<file path="src/source/pipe_pkg.sv">
// Shared definitions for the five-stage pipeline controller
// Widths, sequencer state encoding and the structs passed between blocks
package pipe_pkg;

	// Instruction word and word-address widths
	localparam int WORD_BITS    = 16;
	localparam int PC_BITS      = 15;
	// Register mask carried with each instruction for hazard checks
	localparam int HAZ_REG_BITS = 7;

	// Sequencer states
	typedef enum logic [3:0] {
		st_reset,
		st_pre_execute,
		st_execute,
		st_stall1,
		st_stall2,
		st_stall3,
		st_ins_stall1,
		st_ins_stall2,
		st_halt,
		st_halt2
	} pipe_state_t;

	// Registers written and flags modified by one instruction
	typedef struct packed {
		logic [HAZ_REG_BITS-1:0] haz_reg;
		logic                    modifies_flags;
	} haz_info_t;

	// One pipeline slot
	typedef struct packed {
		logic                 nop;
		logic [WORD_BITS-1:0] ins;
		logic [PC_BITS-1:0]   pc;
		haz_info_t            haz;
	} stage_slot_t;

	// Actions on the PC pair
	typedef enum logic [2:0] {
		pc_clear,
		pc_advance,
		pc_rewind,
		pc_load,
		pc_hold
	} pc_op_t;

	typedef struct packed {
		pc_op_t             op;
		logic [PC_BITS-1:0] target;
	} pc_cmd_t;

	// Per-cycle slot control
	typedef struct packed {
		logic kill0;
		logic kill1;
		logic kill2;
		logic kill34;
		logic hold1;
	} stage_ctrl_t;

endpackage

</file>
<file path="src/source/fetch_unit.sv">
`timescale 1ns/1ps
// Fetch side of the pipeline controller
// Holds the PC and the previous PC, applies the sequencer's PC command
// and registers the returned instruction word into slot 0
module fetch_unit (
	input  logic                           CLK,
	input  logic                           RSTb,
	input  pipe_pkg::pc_cmd_t              pc_cmd,
	input  logic                           kill0,
	input  logic [pipe_pkg::WORD_BITS-1:0] instruction_in,
	input  logic [pipe_pkg::PC_BITS-1:0]   instruction_address_in,
	output logic [pipe_pkg::PC_BITS-1:0]   instruction_address,
	output pipe_pkg::stage_slot_t          slot0
);
	import pipe_pkg::*;

	// Address being presented to memory
	logic [PC_BITS-1:0] pc_r;
	// Address presented one fetch earlier, used to refetch after a miss
	logic [PC_BITS-1:0] prev_pc_r;
	stage_slot_t        slot0_r;

	always_ff @(posedge CLK) begin
		if (!RSTb) begin
			pc_r      <= '0;
			prev_pc_r <= '0;
		end else begin
			case (pc_cmd.op)
				pc_clear: begin
					pc_r      <= '0;
					prev_pc_r <= '0;
				end
				pc_advance: begin
					prev_pc_r <= pc_r;
					pc_r      <= pc_r + 1'b1;
				end
				// Previous PC stays, so a second miss rewinds to the same word
				pc_rewind: begin
					pc_r <= prev_pc_r;
				end
				// Branch target or halt resume address
				pc_load: begin
					pc_r      <= pc_cmd.target;
					prev_pc_r <= pc_cmd.target;
				end
				pc_hold: ;
				default: ;
			endcase
		end
	end

	// Memory answers one cycle after the address, so capture every cycle
	always_ff @(posedge CLK) begin
		slot0_r.nop <= kill0;
		slot0_r.ins <= instruction_in;
		slot0_r.pc  <= instruction_address_in;
		// Hazard info only joins at the decode slot
		slot0_r.haz <= '0;
	end

	assign instruction_address = pc_r;
	assign slot0               = slot0_r;

endmodule

</file>
<file path="src/source/pipe_sequencer.sv">
`timescale 1ns/1ps
// Pipeline sequencer
// Runs the pipeline state machine, latches halt requests and keeps the
// resume address, and turns each state into a PC command and slot control
module pipe_sequencer (
	input  logic                         CLK,
	input  logic                         RSTb,
	input  logic                         instruction_valid,
	input  logic                         load_pc_request,
	input  logic [pipe_pkg::PC_BITS:0]   load_pc_address,
	input  logic                         halt_request,
	input  logic                         wake,
	input  logic                         hazard_1,
	input  logic                         hazard_2,
	input  logic                         hazard_3,
	input  logic [3:0]                   slot_nops,
	input  logic [pipe_pkg::PC_BITS-1:0] pc_stage2,
	output pipe_pkg::pc_cmd_t            pc_cmd,
	output pipe_pkg::stage_ctrl_t        stage_ctrl,
	output logic                         instruction_request
);
	import pipe_pkg::*;

	pipe_state_t        state_r;
	logic               halt_lat_r;
	logic [PC_BITS-1:0] halt_pc_r;
	logic               halt;
	logic               take_branch;
	logic               flush;
	logic               stall_1;
	logic               stall_2;
	logic               stall_3;

	// Halt request held until the halt state is reached
	assign halt        = halt_lat_r | halt_request;
	// Branch only counts with a live instruction in execute
	assign take_branch = load_pc_request & ~slot_nops[2];
	// Younger slots are discarded on a branch or a halt
	assign flush       = take_branch | halt;

	// Stall only if both compared slots hold real instructions
	assign stall_1 = hazard_1 & ~take_branch & ~slot_nops[0] & ~slot_nops[1];
	assign stall_2 = hazard_2 & ~take_branch & ~slot_nops[0] & ~slot_nops[2];
	assign stall_3 = hazard_3 & ~take_branch & ~slot_nops[0] & ~slot_nops[3];

	always_ff @(posedge CLK) begin
		if (!RSTb) begin
			state_r <= st_reset;
		end else begin
			case (state_r)
				st_reset:       state_r <= st_pre_execute;
				st_pre_execute: state_r <= st_execute;
				// Priority: hazard, halt, branch, miss
				st_execute: begin
					if (stall_1)
						state_r <= st_stall1;
					else if (stall_2)
						state_r <= st_stall2;
					else if (stall_3)
						state_r <= st_stall3;
					else if (halt)
						state_r <= st_halt;
					else if (take_branch)
						state_r <= st_pre_execute;
					else if (!instruction_valid)
						state_r <= st_ins_stall1;
				end
				st_stall1:      state_r <= take_branch ? st_pre_execute : st_stall2;
				st_stall2:      state_r <= take_branch ? st_pre_execute : st_stall3;
				st_stall3:      state_r <= take_branch ? st_pre_execute : st_execute;
				// Wait one cycle while the PC rewinds
				st_ins_stall1:  state_r <= st_ins_stall2;
				st_ins_stall2: begin
					if (take_branch)
						state_r <= st_pre_execute;
					else if (instruction_valid)
						state_r <= st_execute;
				end
				st_halt:        state_r <= st_halt2;
				st_halt2:       state_r <= wake ? st_pre_execute : st_halt2;
				default:        state_r <= st_reset;
			endcase
		end
	end

	always_ff @(posedge CLK) begin
		if (!RSTb)
			halt_lat_r <= 1'b0;
		else if (state_r == st_halt)
			halt_lat_r <= 1'b0;
		else if (halt_request)
			halt_lat_r <= 1'b1;
	end

	// Resume after the halting instruction
	always_ff @(posedge CLK) begin
		if (halt_request)
			halt_pc_r <= pc_stage2 + 1'b1;
	end

	always_comb begin
		pc_cmd.op     = pc_hold;
		pc_cmd.target = load_pc_address[PC_BITS:1];
		case (state_r)
			st_reset:       pc_cmd.op = pc_clear;
			st_pre_execute: pc_cmd.op = pc_advance;
			st_execute: begin
				if (take_branch)
					pc_cmd.op = pc_load;
				else if (stall_1 || stall_2 || stall_3 || !instruction_valid)
					pc_cmd.op = pc_rewind;
				else
					pc_cmd.op = pc_advance;
			end
			st_stall1, st_stall2, st_ins_stall1: begin
				if (take_branch)
					pc_cmd.op = pc_load;
			end
			// Refetch of the stalled word starts here
			st_stall3:      pc_cmd.op = take_branch ? pc_load : pc_advance;
			st_ins_stall2: begin
				if (take_branch)
					pc_cmd.op = pc_load;
				else if (instruction_valid)
					pc_cmd.op = pc_advance;
			end
			st_halt: begin
				pc_cmd.op     = pc_load;
				pc_cmd.target = halt_pc_r;
			end
			default: ;
		endcase
	end

	always_comb begin
		// Fetch slot is only live in execute
		stage_ctrl.kill0  = (state_r != st_execute) | flush;
		stage_ctrl.hold1  = (state_r == st_stall1) | (state_r == st_stall2) |
			(state_r == st_stall3);
		stage_ctrl.kill34 = (state_r == st_reset);
		case (state_r)
			st_reset, st_pre_execute, st_halt, st_halt2: begin
				stage_ctrl.kill1 = 1'b1;
				stage_ctrl.kill2 = 1'b1;
			end
			// Word behind a miss is garbage
			st_ins_stall1: begin
				stage_ctrl.kill1 = 1'b1;
				stage_ctrl.kill2 = flush;
			end
			// Bubbles go into execute while decode waits
			st_stall1, st_stall2, st_stall3: begin
				stage_ctrl.kill1 = flush;
				stage_ctrl.kill2 = 1'b1;
			end
			default: begin
				stage_ctrl.kill1 = flush;
				stage_ctrl.kill2 = flush;
			end
		endcase
	end

	// Memory is released while halted
	assign instruction_request = (state_r != st_halt) && (state_r != st_halt2);

endmodule

</file>
<file path="src/source/stage_chain.sv">
`timescale 1ns/1ps
// Decode, execute, memory and writeback slots of the pipeline
// Moves instructions down one slot per cycle, holding decode during
// hazard stalls and forcing nops where the sequencer kills a slot
module stage_chain (
	input  logic                  CLK,
	input  pipe_pkg::stage_ctrl_t stage_ctrl,
	input  pipe_pkg::stage_slot_t slot0,
	input  pipe_pkg::haz_info_t   hazard_info0,
	output pipe_pkg::stage_slot_t slot1,
	output pipe_pkg::stage_slot_t slot2,
	output pipe_pkg::stage_slot_t slot3,
	output pipe_pkg::stage_slot_t slot4
);
	import pipe_pkg::*;

	stage_slot_t slot1_r;
	stage_slot_t slot2_r;
	stage_slot_t slot3_r;
	stage_slot_t slot4_r;

	// Decode slot
	always_ff @(posedge CLK) begin
		if (stage_ctrl.hold1) begin
			// Instruction stays put but can still be flushed
			slot1_r.nop <= slot1_r.nop | stage_ctrl.kill1;
		end else begin
			slot1_r.nop <= slot0.nop | stage_ctrl.kill1;
			slot1_r.ins <= slot0.ins;
			slot1_r.pc  <= slot0.pc;
			// Hazard info decoded from slot 0 joins here
			slot1_r.haz <= hazard_info0;
		end
	end

	// Execute slot
	always_ff @(posedge CLK) begin
		slot2_r     <= slot1_r;
		slot2_r.nop <= slot1_r.nop | stage_ctrl.kill2;
	end

	// Memory request and writeback slots
	always_ff @(posedge CLK) begin
		slot3_r     <= slot2_r;
		slot3_r.nop <= slot2_r.nop | stage_ctrl.kill34;
		slot4_r     <= slot3_r;
		slot4_r.nop <= slot3_r.nop | stage_ctrl.kill34;
	end

	assign slot1 = slot1_r;
	assign slot2 = slot2_r;
	assign slot3 = slot3_r;
	assign slot4 = slot4_r;

endmodule

</file>
<file path="src/source/pipe_ctrl_top.sv">
`timescale 1ns/1ps
// Pipeline controller for a 16-bit five-stage CPU
// Ties the fetch unit, sequencer and slot chain together and
// breaks the slots out into per-stage outputs
module pipe_ctrl_top (
	input  logic                           CLK,
	input  logic                           RSTb,
	output logic                           instruction_request,
	output logic [pipe_pkg::PC_BITS-1:0]   instruction_address,
	input  logic                           instruction_valid,
	input  logic [pipe_pkg::WORD_BITS-1:0] instruction_in,
	input  logic [pipe_pkg::PC_BITS-1:0]   instruction_address_in,
	input  logic                           load_pc_request,
	input  logic [pipe_pkg::PC_BITS:0]     load_pc_address,
	input  logic                           halt_request,
	input  logic                           wake,
	input  logic                           hazard_1,
	input  logic                           hazard_2,
	input  logic                           hazard_3,
	input  pipe_pkg::haz_info_t            hazard_info0,
	output pipe_pkg::haz_info_t            hazard_info1,
	output pipe_pkg::haz_info_t            hazard_info2,
	output pipe_pkg::haz_info_t            hazard_info3,
	output logic [pipe_pkg::WORD_BITS-1:0] pipeline_stage_0,
	output logic [pipe_pkg::WORD_BITS-1:0] pipeline_stage_1,
	output logic [pipe_pkg::WORD_BITS-1:0] pipeline_stage_2,
	output logic [pipe_pkg::WORD_BITS-1:0] pipeline_stage_3,
	output logic [pipe_pkg::WORD_BITS-1:0] pipeline_stage_4,
	output logic                           nop_stage_2,
	output logic                           nop_stage_4,
	output logic [pipe_pkg::PC_BITS:0]     pc_stage_4
);
	import pipe_pkg::*;

	pc_cmd_t     pc_cmd;
	stage_ctrl_t stage_ctrl;
	stage_slot_t slot0;
	stage_slot_t slot1;
	stage_slot_t slot2;
	stage_slot_t slot3;
	stage_slot_t slot4;

	fetch_unit u_fetch (
		.CLK                    (CLK),
		.RSTb                   (RSTb),
		.pc_cmd                 (pc_cmd),
		.kill0                  (stage_ctrl.kill0),
		.instruction_in         (instruction_in),
		.instruction_address_in (instruction_address_in),
		.instruction_address    (instruction_address),
		.slot0                  (slot0)
	);

	pipe_sequencer u_seq (
		.CLK                 (CLK),
		.RSTb                (RSTb),
		.instruction_valid   (instruction_valid),
		.load_pc_request     (load_pc_request),
		.load_pc_address     (load_pc_address),
		.halt_request        (halt_request),
		.wake                (wake),
		.hazard_1            (hazard_1),
		.hazard_2            (hazard_2),
		.hazard_3            (hazard_3),
		.slot_nops           ({slot3.nop, slot2.nop, slot1.nop, slot0.nop}),
		.pc_stage2           (slot2.pc),
		.pc_cmd              (pc_cmd),
		.stage_ctrl          (stage_ctrl),
		.instruction_request (instruction_request)
	);

	stage_chain u_chain (
		.CLK          (CLK),
		.stage_ctrl   (stage_ctrl),
		.slot0        (slot0),
		.hazard_info0 (hazard_info0),
		.slot1        (slot1),
		.slot2        (slot2),
		.slot3        (slot3),
		.slot4        (slot4)
	);

	assign pipeline_stage_0 = slot0.ins;
	assign pipeline_stage_1 = slot1.ins;
	assign pipeline_stage_2 = slot2.ins;
	assign pipeline_stage_3 = slot3.ins;
	assign pipeline_stage_4 = slot4.ins;
	assign hazard_info1     = slot1.haz;
	assign hazard_info2     = slot2.haz;
	assign hazard_info3     = slot3.haz;
	assign nop_stage_2      = slot2.nop;
	assign nop_stage_4      = slot4.nop;
	// Byte address of the writeback instruction
	assign pc_stage_4       = {slot4.pc, 1'b0};

endmodule

</file>
<file path="config.mk">
export PLATFORM = sky130hd
export DESIGN_NAME = pipe_ctrl_top
export DESIGN_NICKNAME = d
export VERILOG_FILES = /design/src/source/pipe_pkg.sv /design/src/source/fetch_unit.sv /design/src/source/pipe_sequencer.sv /design/src/source/stage_chain.sv /design/src/source/pipe_ctrl_top.sv
export SDC_FILE = /design/constraint.sdc
export NUM_CORES = 1
export LEC_CHECK = 0
export ABC_AREA = 1
export BUFFER_PORTS_ARGS = -buffer_cell sky130_fd_sc_hd__buf_4
export CAP_MARGIN = 20
export CELL_PAD_IN_SITES_DETAIL_PLACEMENT = 1
export CELL_PAD_IN_SITES_GLOBAL_PLACEMENT = 1
export CORE_MARGIN = 3
export CORE_UTILIZATION = 40
export DETAILED_ROUTE_END_ITERATION = 10
export PLACE_DENSITY = 0.81
export SLEW_MARGIN = 30
export SYNTH_ARGS = -nofsm -noshare
export SYNTH_HDL_FRONTEND = slang
export SYNTH_HIERARCHICAL = 1
export SYNTH_SLANG_ARGS = --single-unit
</file>
<file path="constraint.sdc">
create_clock -name CLK -period 2.8 [get_ports CLK]
set_input_delay 0.42 -clock CLK [delete_from_list [all_inputs] [get_ports CLK]]
set_output_delay 0.42 -clock CLK [all_outputs]
set_load 0.01 [all_outputs]
</file>
After elaboration in Yosys (flattened, before gate mapping)
Cells that the tools add are included.
- add/sub/neg operators: 2
- multiplexer cells: 25
- eq/ne operators: 17
- reduce and logical (&&, ||, !) cells: 14
- bitwise gates (word level): 26
- operator list (operator ; count):
    15-bit case mux with 4 select lines ; 1
    15-bit case mux with 3 select lines ; 1
    4-bit case mux with 10 select lines ; 1
    4-bit two-way mux ; 9
    15-bit by 1-bit adder with 15-bit output, second input constant ; 2
    3-bit case mux with 7 select lines ; 1
    3-bit two-way mux ; 6
    4-bit by 3-bit equality test with 1-bit output, second input constant ; 4
    15-bit two-way mux ; 1
    1-bit bitwise AND ; 10
    1-bit bitwise OR ; 10
    4-bit by 2-bit equality test with 1-bit output, second input constant ; 2
    4-bit equality test, second input constant ; 2
    4-bit != test, second input constant ; 2
    7-bit by 2-bit != test with 1-bit output, second input constant ; 1
    3-bit by 2-bit equality test with 1-bit output, second input constant ; 2
    2-bit two-way mux ; 3
    1-bit NOT ; 6
    2-bit case mux with 3 select lines ; 1
    3-bit OR reduction ; 2
    4-bit by 1-bit equality test with 1-bit output, second input constant ; 1
    4-bit logical NOT ; 1
    4-bit by 2-bit != test with 1-bit output, second input constant ; 1
    4-bit nonzero test ; 1
    11 further kinds ; 13
- output and inout port bits: 138
- register bits: 234
- bits of input ports: 64
- logic and storage cells: 110

Depth between registers and ports, before layout
- depth after elaboration: 14
- depth in mapped cells: 16
- depth with buffers taken out: 16

Modules after synthesis
Netlist, hierarchy kept.
- modules (own cells, without submodules) (module ; instances ; seq. area each (um^2) ; area each (um^2) ; cells an instance):
    stage_chain ; 1 ; 3593.4 ; 3632.2 ; 168
    fetch_unit ; 1 ; 1241.2 ; 2503.7 ; 320
    pipe_sequencer ; 1 ; 550.5 ; 1508.9 ; 221
    pipe_ctrl_top ; 1 ; 0.0 ; 11.3 ; 2

Least setup slack after synthesis
Ideal clock, no wire load.
- path kind: flip-flop to flip-flop
- start point: reg u_chain.slot2_r, in the netlist u_chain/slot2[39]
- end point: reg u_fetch.pc_r[3] (netlist: u_fetch/instruction_address[3])
- clock period less this slack: 2.147 ns
- required time: 2.744 ns
- setup time: 0.056 ns
- buffers on the path: 1
- path slack: 0.653 ns
- cell stages (with the launch flop): 14
- arrival time: 2.091 ns
- path through: dfxtp_1 inv_1 nand2_2 inv_2 o21ai_0 nor2_1 o21ai_0 nand3_1 nor3_4 buf_4 a21oi_1 o211ai_1 nand2_1 inv_1
- RTL lines (item ; RTL line ; source):
    start: declaration ; stage_chain.sv:18 ; stage_slot_t slot2_r;
    start signal: assignment ; stage_chain.sv:38 ; slot2_r <= slot1_r;
    end signal: assignment ; fetch_unit.sv:35 ; pc_r <= pc_r + 1'b1;
    end signal: assignment ; fetch_unit.sv:39 ; pc_r <= prev_pc_r;
    end signal: assignment ; fetch_unit.sv:43 ; pc_r <= pc_cmd.target;
    end: declaration ; fetch_unit.sv:18 ; logic [PC_BITS-1:0] pc_r;

==> flow_summary.yaml <==
die:
  start_util_pct: 41.1
  io_pins: 202
  design.core.area_sq_um: 18100
  die_y_um: 142
  fp-row-count: 49
  die_x_um: 142
  die_area_sq_um: 20300
route:
  drc: 0
  wl_um: 23900
  avgRoutedWirePerCell_um: 20.0
  post_drt_via_cell_ratio: 4.81
  antenna_left: 0
  drtIter0Drc: 281
  vias: 5743
  drtPass1Iterations: 4
yosys:
  syn_nets: 760
  postSynthCellCount: 694
  synth_warnings: 6
  synthesis.area_sq_um: 7430
  avgSynthCellArea_sq_um: 10.7
sta:
  drv_slew: 0
  relSlewSlack_pct: 45.4
  fin_crit_sh_pct: 87.5
  finalSetupViolations: 0
  clock-skew-final_ns: 0.0209
  hold_violations: 0
  worst_pin_slew_ns: 0.818
  rsz0062_at_grt: "false"
  tns_ns: 0
  fmax_mhz: 408
  fin_crit_ns: 2.45
cts:
  cts_max_path_buffers: 3
  cts_buffers: 25
  htreeDepth: 1
  root_buffer: "clkbuf_16"
  numClockSinks: 234
  cts.reportedPaths.clkPinSlew_ns: 0.07
  post_cts_resized: 0
  clock_latency_ns: 0.53
  cts_tree: "built"
hold_path:
  whs_path_depth: 1
  worst_hold_startpoint: "hazard_info0[7]"
  hold_path_end: "u_chain/slot1[7]$_DFFE_PN_"
  hp-class: "primary input to flip-flop"
cells_and_area:
  drive_above_1_share_pct: 28.6
  finish.utilization_pct: 57.0
  nNetsFinal: 1013
  synthToLayoutAreaGrowth_pct: 38.8
  diodes: 0
worst_setup_path:
  reg2reg_depth: 14
  cp-end-kind: "flip-flop"
  path_max_fanout: 14
  reg2reg_to: "u_fetch/instruction_address[9]$_SDFFE_PN0P_"
  worstSetupPathType: "flip-flop to flip-flop"
  r2r-start: "u_chain/slot2[39]$_DFF_P_"
  critPathRequiredTime_ns: 3.17
  worst_ep_arrival_time_ns: 2.82
  rrSetupSlack_ns: 0.35
  start_kind: "flip-flop"
placed_design:
  post-dp-hpwl_um: 14800
  gp_congestion: 0.844
  portBuffers: 199
job:
  cap_violations: 0
global_route:
  grt_start_max_net_pins: 23
  grt_pass1_vias: 6357
  antenna_found_initial: 1
  grtUsageTotal_pct: 23.2
  grt_pass1_wl_um: 36500
  grt_overflow: 0
outcome:
  outcome: "complete, no violations"
pwr:
  p_leak_nw: 4.66
  powerDensity_nw_per_um2: 1010
  ir_drop_v: 0.000866
==> power breakdown <==
part	total [mW]	internal, mW	switching [mW]
clock	3.25	1.87	1.38
combinational	2.41	0.959	1.45
sequential	4.73	4.25	0.480
==> flip-flops by register name (all words and copies together) (netlist names) <==
name	flops
u_chain/slot1	40
u_chain/slot2	40
u_chain/slot3	40
u_chain/slot4	32
u_fetch/instruction_address	15
u_fetch/prev_pc_r	15
u_fetch/slot0	32
u_seq/halt_lat_r	1
u_seq/halt_pc_r	15
u_seq/state_r	4
==> cells in the final DEF (no fill, tap or decap), types with 3 or more instances in the layout <==
cell type / instances
buf_4: 206
dfxtp_1: 180
nand2_1: 165
inv_1: 65
nor2_1: 62
edfxtp_1: 54
nand3_1: 37
dlygate4sd3_1: 31
clkbuf_16: 25
a21oi_1: 18
nand4_1: 11
clkbuf_1: 9
o21ai_0: 9
xor2_1: 8
inv_2: 6
a31oi_1: 6
o21ai_1: 6
nand3b_1: 5
clkbuf_8: 4
clkinv_2: 4
nor2_2: 4
nand2_2: 4
xnor2_1: 4
nor3_1: 4
or2_1: 3
nand3_2: 3
nor2_4: 3
==> repair_timing <==
action / 4_1_cts / 5_1_grt
buffers inserted: 0 / 0
endpoints found under the hold margin: 31 / 0
hold buffers: 31 / 0
==> through the flow <==
stage	setup slack, ns	hold WS, ns	power, mW	instances	cell area [sq um]
final	0.349	0.0604	10.4	1195	10300
after floorplan	0.653	0.310	5.80	694	7430
after CTS	0.332	0.0498	10.4	1195	10300
after detailed placement	0.195	0.314	7.03	1118	9190
after global routing	0.0488	0.0482	10.9	1195	10300
after global placement	0.259	0.311	6.91	1118	9190
==> per-layer routing <==
layer / up-vias / wire length, um / GRT usage, %
met5: - / 20 / 0
met4: 2 / 771 / 7.60
met3: 48 / 1730 / 7.56
met2: 183 / 12600 / 43.1
met1: 2758 / 8750 / 24.9
li1: 2752 / - / -
==> how the worst max path moves through the flow <==
stage                                    startpoint                                           end  slack, ns
after CTS                 u_chain/slot2[39]$_DFF_P_  u_fetch/instruction_address[11]$_SDFFE_PN0P_       0.33
final                     u_chain/slot2[39]$_DFF_P_   u_fetch/instruction_address[9]$_SDFFE_PN0P_       0.35
after global routing      u_chain/slot2[39]$_DFF_P_   u_fetch/instruction_address[9]$_SDFFE_PN0P_       0.05
after detailed placement            load_pc_request  u_fetch/instruction_address[11]$_SDFFE_PN0P_       0.19
after floorplan           u_chain/slot2[39]$_DFF_P_   u_fetch/instruction_address[3]$_SDFFE_PN0P_       0.65
after global placement              load_pc_request   u_fetch/instruction_address[9]$_SDFFE_PN0P_       0.26
==> worst max-delay path, stage by stage, from the launching register on <==
cell and delay, ns:
dfxtp_1 0.37, inv_1 0.07, nand2_2 0.13, inv_2 0.11, o21ai_0 0.25, nor2_1 0.09, o21ai_0 0.15, nand3_1 0.33
nand3_4 0.26, inv_4 0.10, nand2_1 0.11, nand2_1 0.06, nand3b_1 0.15, nor2_1 0.09, nor2_1 0.04
==> layout make-up <==
class                      instances  area [sq um]
fill                            1914          7770
timing repair buffer             238          1880
multi-input combinational        376          1840
tap                              229           287
clock buffer                      38           714
sequential                       234          5230
clock inverter                     8          93.8
inverter                          72           273
No activity file was read; power rests on OpenSTA's default activity.
